==> config.mk <==
export PLATFORM = sky130hd
export DESIGN_NAME = peakFinderTop
export DESIGN_NICKNAME = d
export VERILOG_FILES = /design/src/peakPkg.sv /design/src/peakBankIf.sv /design/src/peakFinderTop.sv /design/src/wbPeakRegs.sv /design/src/peakSearch.sv /design/src/max4Signed.sv
export VERILOG_INCLUDE_DIRS = /design/src
export SDC_FILE = /design/constraint.sdc
export NUM_CORES = 1
export LEC_CHECK = 0
export ABC_AREA = 1
export BUFFER_PORTS_ARGS = -buffer_cell sky130_fd_sc_hd__buf_2
export CORE_MARGIN = 10
export CORE_UTILIZATION = 35
export CTS_BUF_LIST = sky130_fd_sc_hd__clkbuf_16
export CTS_CLUSTER_SIZE = 12
export DETAILED_ROUTE_END_ITERATION = 16
export MAX_ROUTING_LAYER = met4
export PLACE_DENSITY_LB_ADDON = 0.2
export SLEW_MARGIN = 20
export SYNTH_ARGS = -nofsm -noshare
export SYNTH_HDL_FRONTEND = slang
export SYNTH_SLANG_ARGS = --single-unit
==> constraint.sdc <==
create_clock -name clk -period 9.65 [get_ports clk]
set_clock_uncertainty 0.2 [all_clocks]
set_input_delay 1.93 -clock clk [delete_from_list [all_inputs] [get_ports clk]]
set_output_delay 1.93 -clock clk [all_outputs]
set_load 0.01 [all_outputs]
==> src/peakFinder_consts.svh <==
`ifndef PEAKFINDER_CONSTS_SVH
`define PEAKFINDER_CONSTS_SVH

// sample format and block size
`define SAMPLE_WIDTH 12
`define NUM_SAMPLES  16
`define INDEX_WIDTH  5

// wishbone word address and data widths
`define WB_ADR_WIDTH 5
`define WB_DAT_WIDTH 32

// register word addresses above the sample bank
`define ADR_CTRL   5'd16
`define ADR_STATUS 5'd17
`define ADR_RESULT 5'd18

`endif
==> src/peakPkg.sv <==
`include "peakFinder_consts.svh"

package peakPkg;

   // one signed correlation sample
   typedef logic signed [`SAMPLE_WIDTH-1:0] sample_t;

   // position of a sample inside the block
   typedef logic [`INDEX_WIDTH-1:0] index_t;

   // whole block as seen by the search engine
   typedef sample_t sampleBank_t [`NUM_SAMPLES];

endpackage

==> src/peakBankIf.sv <==
`timescale 1ns/100ps

interface peakBankIf;
   import peakPkg::*;

   sampleBank_t samples;       // bank contents, stable while busy
   logic        start;         // one-cycle search request
   logic        busy;          // search in flight
   logic        done;          // one-cycle result strobe
   sample_t     peakValue;
   index_t      peakIndex;

   modport regs
   (
      output samples,
      output start,
      input  busy,
      input  done,
      input  peakValue,
      input  peakIndex
   );

   modport search
   (
      input  samples,
      input  start,
      output busy,
      output done,
      output peakValue,
      output peakIndex
   );

endinterface

==> src/peakFinderTop.sv <==
`timescale 1ns/100ps
`include "peakFinder_consts.svh"

module peakFinderTop
(
   input  logic                     clk,
   input  logic                     rst,
   input  logic                     wbCyc,
   input  logic                     wbStb,
   input  logic                     wbWe,
   input  logic [`WB_ADR_WIDTH-1:0] wbAdr,
   input  logic [`WB_DAT_WIDTH-1:0] wbDatIn,
   output logic [`WB_DAT_WIDTH-1:0] wbDatOut,
   output logic                     wbAck
);

   // bank, start and result between the bus side and the search engine
   peakBankIf bankIf_i ();

   // bus side, owns the sample bank
   wbPeakRegs regs_i
   (
      .clk     (clk),
      .rst     (rst),
      .wbCyc   (wbCyc),
      .wbStb   (wbStb),
      .wbWe    (wbWe),
      .wbAdr   (wbAdr),
      .wbDatIn (wbDatIn),
      .wbDatOut(wbDatOut),
      .wbAck   (wbAck),
      .bank    (bankIf_i.regs)
   );

   // three-cycle comparator tree
   peakSearch search_i
   (
      .clk (clk),
      .rst (rst),
      .bank(bankIf_i.search)
   );

endmodule

==> src/wbPeakRegs.sv <==
`timescale 1ns/100ps
`include "peakFinder_consts.svh"

module wbPeakRegs
(
   input  logic                     clk,
   input  logic                     rst,
   input  logic                     wbCyc,
   input  logic                     wbStb,
   input  logic                     wbWe,
   input  logic [`WB_ADR_WIDTH-1:0] wbAdr,
   input  logic [`WB_DAT_WIDTH-1:0] wbDatIn,
   output logic [`WB_DAT_WIDTH-1:0] wbDatOut,
   output logic                     wbAck,
   peakBankIf.regs                  bank
);
   import peakPkg::*;

   localparam int SEL_WIDTH = $clog2(`NUM_SAMPLES);
   localparam int IDX_LSB   = 16;   // index field of the result word

   sampleBank_t samples;
   logic        access;        // new bus cycle acked on this edge
   logic        writeAccess;
   logic        sampleAdr;
   logic        locked;        // bank frozen for a search
   logic        startAccept;
   logic        startReg;
   logic        doneFlag;      // sticky done
   sample_t     resultVal;
   index_t      resultIdx;
   logic [SEL_WIDTH-1:0] sampleSel;

   assign access      = wbCyc && wbStb && !wbAck;
   assign writeAccess = access && wbWe;
   assign sampleAdr   = (wbAdr < `WB_ADR_WIDTH'(`NUM_SAMPLES));
   assign sampleSel   = wbAdr[SEL_WIDTH-1:0];
   assign locked      = bank.busy;
   assign startAccept = writeAccess && (wbAdr == `ADR_CTRL) && wbDatIn[0] && !locked;

   always_ff @(posedge clk)
   begin
      if (rst)
      begin
         wbAck     <= 1'b0;
         startReg  <= 1'b0;
         doneFlag  <= 1'b0;
         resultVal <= '0;
         resultIdx <= '0;
         for (int i = 0; i < `NUM_SAMPLES; i++)
         begin
            samples[i] <= '0;
         end
      end
      else
      begin
         wbAck    <= access;     // write lands on the ack edge
         startReg <= startAccept;
         if (startAccept)
         begin
            doneFlag <= 1'b0;
         end
         else if (bank.done)
         begin
            doneFlag <= 1'b1;
         end
         if (bank.done)
         begin
            resultVal <= bank.peakValue;
            resultIdx <= bank.peakIndex;
         end
         if (writeAccess && sampleAdr && !locked)   // dropped during a search
         begin
            samples[sampleSel] <= sample_t'(wbDatIn[`SAMPLE_WIDTH-1:0]);
         end
      end
   end

   // read data follows the address while ack is high
   always_comb
   begin
      wbDatOut = '0;
      if (sampleAdr)
      begin
         wbDatOut = `WB_DAT_WIDTH'(samples[sampleSel]);   // signed cast extends the sign
      end
      else
      begin
         case (wbAdr)
            `ADR_STATUS:
            begin
               wbDatOut[0] = bank.busy;
               wbDatOut[1] = doneFlag || bank.done;   // visible on the done cycle itself
            end
            `ADR_RESULT:
            begin
               wbDatOut[`SAMPLE_WIDTH-1:0]         = resultVal;
               wbDatOut[IDX_LSB +: `INDEX_WIDTH]   = resultIdx;
            end
            default:
            begin
               wbDatOut = '0;   // control and unmapped read as zero
            end
         endcase
      end
   end

   assign bank.samples = samples;
   assign bank.start   = startReg;

endmodule

==> src/peakSearch.sv <==
`timescale 1ns/100ps
`include "peakFinder_consts.svh"

module peakSearch
(
   input logic      clk,
   input logic      rst,
   peakBankIf.search bank
);
   import peakPkg::*;

   localparam int GROUP_SIZE = 4;
   localparam int NUM_GROUPS = `NUM_SAMPLES / GROUP_SIZE;

   sample_t    grpMax [NUM_GROUPS];     // stage 1 winners
   index_t     grpIndex [NUM_GROUPS];   // their absolute positions
   sample_t    s2Max;
   index_t     s2Index;                 // winning group number
   logic [1:0] stageVld;                // bit 0 stage 1, bit 1 stage 2
   logic       doneReg;
   sample_t    peakValueReg;
   index_t     peakIndexReg;

   // stage 1, one comparator per group of four samples
   for (genvar g = 0; g < NUM_GROUPS; g++)
   begin : gGroup
      max4Signed
      #(
         .indexOffset(g * GROUP_SIZE)
      )
      grpCmp_i
      (
         .clk   (clk),
         .rst   (rst),
         .a     (bank.samples[g * GROUP_SIZE]),
         .b     (bank.samples[g * GROUP_SIZE + 1]),
         .c     (bank.samples[g * GROUP_SIZE + 2]),
         .d     (bank.samples[g * GROUP_SIZE + 3]),
         .index (grpIndex[g]),
         .maxVal(grpMax[g])
      );
   end

   // stage 2 picks the best group
   max4Signed
   #(
      .indexOffset(0)
   )
   finalCmp_i
   (
      .clk   (clk),
      .rst   (rst),
      .a     (grpMax[0]),
      .b     (grpMax[1]),
      .c     (grpMax[2]),
      .d     (grpMax[3]),
      .index (s2Index),
      .maxVal(s2Max)
   );

   always_ff @(posedge clk)
   begin
      if (rst)
      begin
         stageVld     <= '0;
         doneReg      <= 1'b0;
         peakValueReg <= '0;
         peakIndexReg <= '0;
      end
      else
      begin
         stageVld <= {stageVld[0], bank.start};
         doneReg  <= stageVld[1];
         if (stageVld[1])
         begin
            peakValueReg <= s2Max;
            peakIndexReg <= grpIndex[s2Index[1:0]];   // bank is frozen, stage 1 still valid
         end
      end
   end

   assign bank.busy      = |stageVld;   // drops on the edge that raises done
   assign bank.done      = doneReg;
   assign bank.peakValue = peakValueReg;
   assign bank.peakIndex = peakIndexReg;

endmodule

==> src/max4Signed.sv <==
`timescale 1ns/100ps

module max4Signed
#(
   parameter int indexOffset = 0
)
(
   input  logic             clk,
   input  logic             rst,
   input  peakPkg::sample_t a,
   input  peakPkg::sample_t b,
   input  peakPkg::sample_t c,
   input  peakPkg::sample_t d,
   output peakPkg::index_t  index,
   output peakPkg::sample_t maxVal
);
   import peakPkg::*;

   localparam int SIGN_BIT = $bits(sample_t) - 1;

   logic       selAb;      // b beats a
   logic       selCd;      // d beats c
   logic       selFinal;   // cd winner beats ab winner
   sample_t    winAb;
   sample_t    winCd;
   sample_t    localMax;
   logic [1:0] localPos;

   // true when y is at least as large as x, so the second input takes a tie
   function automatic logic secondWins(input sample_t x, input sample_t y);
      logic sameSign;
      sameSign = (x[SIGN_BIT] == y[SIGN_BIT]);
      if (sameSign)
      begin
         return ($unsigned(y) >= $unsigned(x));   // magnitude order holds within one sign
      end
      else
      begin
         return !y[SIGN_BIT];                     // non-negative side wins
      end
   endfunction

   always_comb
   begin
      selAb    = secondWins(a, b);
      selCd    = secondWins(c, d);
      winAb    = selAb ? b : a;
      winCd    = selCd ? d : c;
      selFinal = secondWins(winAb, winCd);
      if (selFinal)
      begin
         localPos = {1'b1, selCd};   // c or d
         localMax = winCd;
      end
      else
      begin
         localPos = {1'b0, selAb};   // a or b
         localMax = winAb;
      end
   end

   always_ff @(posedge clk)
   begin
      if (rst)
      begin
         index  <= '0;
         maxVal <= '0;
      end
      else
      begin
         index  <= index_t'(localPos) + index_t'(indexOffset);   // absolute position
         maxVal <= localMax;
      end
   end

endmodule

# Word level (Yosys, flattened, before mapping)
# Index checks and enable logic that the tools add are counted.
dict set report classes {
  n_bitwise 2
  muxes 48
  addsub 3
  n_eq_ne 18
  reduce_logical 29
  order_cmp 19
}
# cell count
set ops {}
lappend ops {{2-to-1 mux 12 bit} 18}
lappend ops {{bitwise mux 192 bit} 1}
lappend ops {{greater-or-equal comparator 12 bit} 15}
lappend ops {{binary-select mux 12 bit (select 4 bit)} 1}
lappend ops {{demux 12 bit (select 4 bit)} 1}
lappend ops {{2-to-1 mux 32 bit} 1}
lappend ops {{logical NOT 1 bit} 17}
lappend ops {{== test 1 bit} 15}
lappend ops {{== test 5 bit (second input constant)} 3}
lappend ops {{2-to-1 mux 1 bit} 15}
lappend ops {{2-to-1 mux 5 bit} 3}
lappend ops {{adder 2 x 4 -> 5 bit (second input constant)} 2}
lappend ops {{binary-select mux 5 bit (select 2 bit)} 1}
lappend ops {{2-to-1 mux 10 bit} 1}
lappend ops {{2-to-1 mux 2 bit} 5}
lappend ops {{logical AND 1 bit} 9}
lappend ops {{greater-or-equal comparator 5 bit (second input constant)} 1}
lappend ops {{< comparator 5 x 1 -> 1 bit (second input constant)} 1}
lappend ops {{< comparator 5 bit (second input constant)} 1}
lappend ops {{inverter 4 -> 5 bit} 1}
lappend ops {{adder 2 x 3 -> 4 bit (second input constant)} 1}
lappend ops {{case mux 2 bit (2 select lines)} 1}
lappend ops {{OR reduction 2 bit} 2}
lappend ops {{greater-or-equal comparator 3 bit (second input constant)} 1}
lappend ops {{2 further kinds} 2}
dict set report totals {
  in_bits 42
  elab_cells 155
  ff_bits 314
  output_inout_bits 33
}

# Logic depth before layout (Yosys ltp)
dict set report logic_depth {
  word_depth 7
  depth_mapped 28
  mapped_depth_nobuf 26
}

# Hierarchy
# Synthesis repeated with hierarchy kept, for this count alone.
dict set report hier_totals {
  cells_unflattened 3306
  hier_area_um2 20672.3
}
# module seq_area_each_um2 instances cells_each area_per_inst_um2
set by_module_without_submodules {}
lappend by_module_without_submodules {wbPeakRegs 4244.1 1 1585 9882.0}
lappend by_module_without_submodules {{max4Signed (search_i.gGroup[1].grpCmp_i ...)} 300.3 3 321 1990.7}
lappend by_module_without_submodules {{max4Signed (search_i.finalCmp_i ...)} 280.3 2 321 1980.6}
lappend by_module_without_submodules {peakSearch 400.4 1 116 857.1}

# Least setup slack after synthesis
# OpenSTA, ideal clock, no wires.
dict set report synth_timing {
  path_kind {input port to output port}
  start {input wbAdr[1]}
  end {output wbDatOut[13]}
  slack_ns 4.368
  n_path_buf 2
  arrival_ns 3.152
  stages 9
  required_ns 7.520
  path_cell_list {nor2_4 -> inv_4 -> buf_6 -> o22ai_1 -> o21ai_1 -> nand2_1 -> o21ai_2 -> inv_1 -> buf_4}
}
dict set report synth_between {
  elab_chain_cells 5
  elab_cells_between_ends 6
  classes_between {1 x order compare; 4 x mux; 1 x bitwise}
}
# item line_no
set synth_rtl {}
lappend synth_rtl {{start, declared} peakFinderTop.sv:11} ;# input logic [`WB_ADR_WIDTH-1:0] wbAdr,
lappend synth_rtl {{inverter 4 -> 5 bit (not written as such)} wbPeakRegs.sv:85} ;# wbDatOut = `WB_DAT_WIDTH'(samples[sampleSel]);
lappend synth_rtl {{binary-select mux 12 bit (select 4 bit)} wbPeakRegs.sv:85}
lappend synth_rtl {{2-to-1 mux 12 bit (not written as such) (2 in series)} wbPeakRegs.sv:85}
lappend synth_rtl {{2-to-1 mux 32 bit (*)} wbPeakRegs.sv:83} ;# if (sampleAdr)
lappend synth_rtl {{end, declared} peakFinderTop.sv:13} ;# output logic [`WB_DAT_WIDTH-1:0] wbDatOut,
# Mark *: on every way between the ends. The rest lies on a longest branch, timed or not. The select of a mux whose other input is x is not followed.

# Worst setup path after layout
dict set report layout_timing {
  start {input wbAdr[1]}
  end {output wbDatOut[26]}
}
# Same word-level chain as after synthesis.

==> run_results.csv <==
group,metric,value,unit
route,route.detailed.drc,0,
logic_synthesis,synth_flop_cell,"dfxtp_1",
worst_setup_path,criticalPathCategory,"input port to output port",
timing,finalCritPeriodShare,71.5,%
place,numPortBuffers,54,
logic_synthesis,synth_top_area_share,31.8,%
grt,grt_use_total,20.5,%
timing,setup_tns,0,ps
worst_setup_path,cp_data_arrival_time,4770,ps
pwr,combPwrFrac,5.5,%
worst_setup_path,critPathLaunchType,"input port",
timing,finalHoldViolCount,0,
logic_synthesis,synth-edff-count,0,
clocking,clkLatencyLatePin,570,ps
timing,rsz0062_at_grt,"no",
clocking,clk_path_buf_depth,3,
logic_synthesis,ys_warn_count,0,
grt,grt_max_degree,115,
logic_synthesis,synthesis.nets,3122,
worst_setup_path,worstPathMaxFanout,32,
logic_synthesis,synth_most_common_cell,"nand2_1",
die,start_util,35.3,%
clocking,cts_hold_buf,0,
logic_synthesis,synth_cell_type_count,36,
cells_and_area,layout.nets,3055,
logic_synthesis,synth_area,19000,sq um
clocking,cts.sinks,301,
grt,grt_pass1_vias,16600,
worst_setup_path,cp_num_buf_inv,5,
grt,grt_pass1_wl,98.0,mm
clocking,cts_root_buffer,"clkbuf_16",
cells_and_area,area_growth,7.82,%
logic_synthesis,synthArstFlopShare,0,%
route,drtIter0Drc,1561,
worst_setup_path,critPathMaxStageDelay,590,ps
die,pin_count,75,
die,die_h,253,um
timing,setup_viol,0,
timing,clock.fmax,145,MHz
min_path,hp-class,"flop to flop",
timing,period_minus_slack,6900,ps
timing,drv_slew,0,
logic_synthesis,yosysTopAreaCell,"dfxtp_1",
timing,max_slew_margin,34.1,%
route,ant_nets,0,
pwr,total_power,2.75,mW
pwr,swShare,25.4,%
cells_and_area,design_area,20400,sq um
timing,worstMarginPinSlew,987,ps
worst_setup_path,crit_slowest_cell,"nand2_2",
route,drt-total-wl,64.9,mm
logic_synthesis,synth_common_cells,"895 x nand2_1, 384 x inv_1, 301 x dfxtp_1",
worst_setup_path,crit_family,"buffers and inverters",
die,dieArea,63900,sq um
logic_synthesis,yosysSeqAreaShare,31.8,%
worst_setup_path,crit_required,7520,ps
worst_setup_path,crit_chain,"buf_2 -> inv_1 -> nand2_2 -> buf_4 -> o22ai_1 -> o21ai_0 -> nand2_1 -> o21ai_2 -> inv_1 -> buf_2",
flow_run,drv_cap,0,
logic_synthesis,ys_ff_latch,301,
logic_synthesis,ys_top_cells_by_area,"dfxtp_1 32%, nand2_1 18%, ha_1 13%",
logic_synthesis,post_synth.cell_area_avg,6.57,sq um
die,core_area,53700,sq um
clocking,cts_tree,"yes",
die,row_count,85,
clocking,cts_buffers,36,
place,gp_congestion,0.937,
place,hpwl,46.3,mm
logic_synthesis,netlist_instances,2885,
clocking,cts-resized-gates,0,
place,post-place-ws,2850,ps
clocking,clk_pin_slew,60,ps
outcome,status,"finished clean",
grt,antenna_found_initial,1,
pwr,p_leak,9.33,nW
route,wl_per_cell,18.3,um
pwr,power_frac_seq,45.6,%
route,drtPass1Iterations,6,
pwr,ir_worst_vdd,103,uV
pwr,pwr-share-clk,48.9,%
route,vias,18100,
place,place_area,19300,sq um
die,die_w,253,um
grt,grt_overflow,0,
worst_setup_path,setup.worst_path.end_class,"output port",
cells_and_area,drive_above_1_share,5.17,%
pwr,p_int,2.05,mW
clocking,cts_setup_buffers,0,
clocking,h-tree-depth,2,
pwr,switchingPower,0.698,mW
pwr,power_density,134,nW/um^2
timing,worst_slack,2750,ps
route,vias_per_cell,5.12,
cells_and_area,num_antenna_cells,0,
cells_and_area,fin_util,38.1,%
==> registers in the layout, summed over array words and instances, names as in the netlist <==
| signal | cells |
|---|---|
| search_i.gGroup.grpCmp_i.index | 9 |
| regs_i.doneFlag | 1 |
| regs_i.resultVal | 12 |
| search_i.stageVld | 2 |
| search_i.bank.done | 1 |
| regs_i.wbAck | 1 |
| search_i.bank.peakIndex | 4 |
| search_i.finalCmp_i.maxVal | 12 |
| regs_i.bank.samples | 192 |
| search_i.bank.peakValue | 12 |
| search_i.finalCmp_i.index | 2 |
| search_i.gGroup.grpCmp_i.maxVal | 48 |
| regs_i.bank.start | 1 |
| regs_i.resultIdx | 4 |
==> tightest hold or removal path, stage by stage (launching register included) <==
cell and delay, ps:
dfxtp_1 300, inv_1 40, nor2_1 30
==> through the flow <==
step / hold slack [ps] / instances
floorplan: 188 / 2885
global placement: 194 / 3476
detailed placement: 198 / 3476
CTS: 206 / 3540
global route: 235 / 3540
finish: 207 / 3540
==> power by group through the flow <==
stage          Sequential, mW  Clock [mW]  Combinational (mW)
4_1_cts                  1.25        1.38               0.150
6_report                 1.25        1.34               0.152
5_1_grt                  1.25        1.42               0.164
2_1_floorplan            1.28           0              0.0959
3_5_place_dp             1.28           0               0.150
3_3_place_gp             1.28           0               0.148
==> routing by layer <==
metal	GRT usage [%]	vias to the layer above	routed length, um
li1	-	9117	-
met1	27.5	8303	29800
met2	30.8	610	28300
met3	3.87	99	5050
met4	5.85	0	1700
met5	-	-	0
==> area by class of cell <==
class	instances	area, sq um
sequential	301	6030
fill	5729	33300
clock inverter	27	204
timing repair buffer	58	307
multi-input combinational	2028	10600
tap	696	871
clock buffer	37	926
inverter	393	1490
==> kinds of logic after synthesis <==
group                    Yosys count  share of synthesized area (%)
AND/OR/NAND/NOR                 1297                           28.5
flip-flops                       301                           31.8
multiplexers                       2                          0.106
AO/OA/AOI/OAI                    534                           14.5
adder cells (fa/ha/maj)          195                           12.9
buffers and inverters            556                           12.2
==> layout by cell type, fill, tap and decap left out, types with 2 or more instances in the layout <==
cell type,Yosys,layout
buf_4,29,4
o221ai_1,2,2
inv_1,384,387
mux2i_1,2,2
clkinv_2,0,5
nand3_2,3,3
nor3_1,13,13
or2_2,5,5
buf_2,57,53
o21ai_1,28,28
dfxtp_1,301,301
o21ai_0,203,203
clkinvlp_4,0,2
nand2_2,6,6
nor2_2,1,2
nor2_1,130,129
o22ai_1,48,48
nand3b_1,3,3
a21oi_1,249,249
inv_2,6,6
inv_4,2,3
nand4_1,25,25
clkbuf_16,0,37
nand2_1,895,895
clkinv_1,0,11
nor3_4,8,8
nand3_1,202,202
inv_6,0,2
bufinv_16,0,3
ha_1,195,195
nor2_4,3,3
==> path summary, 6_finish.rpt <==
check	slack, ps	start	endpoint	cells after the start
worst max-delay path	2750	wbAdr[1]	wbDatOut[26]	10
worst min register to register	210	regs_i.bank.start	search_i.stageVld[0]	2
worst max register to register	4930	regs_i.bank.samples[120]	search_i.gGroup[1].grpCmp_i.maxVal[9]	24
worst min-delay path	210	regs_i.bank.start	search_i.stageVld[0]	2
Note: power is estimated with default switching activity, not from simulation.
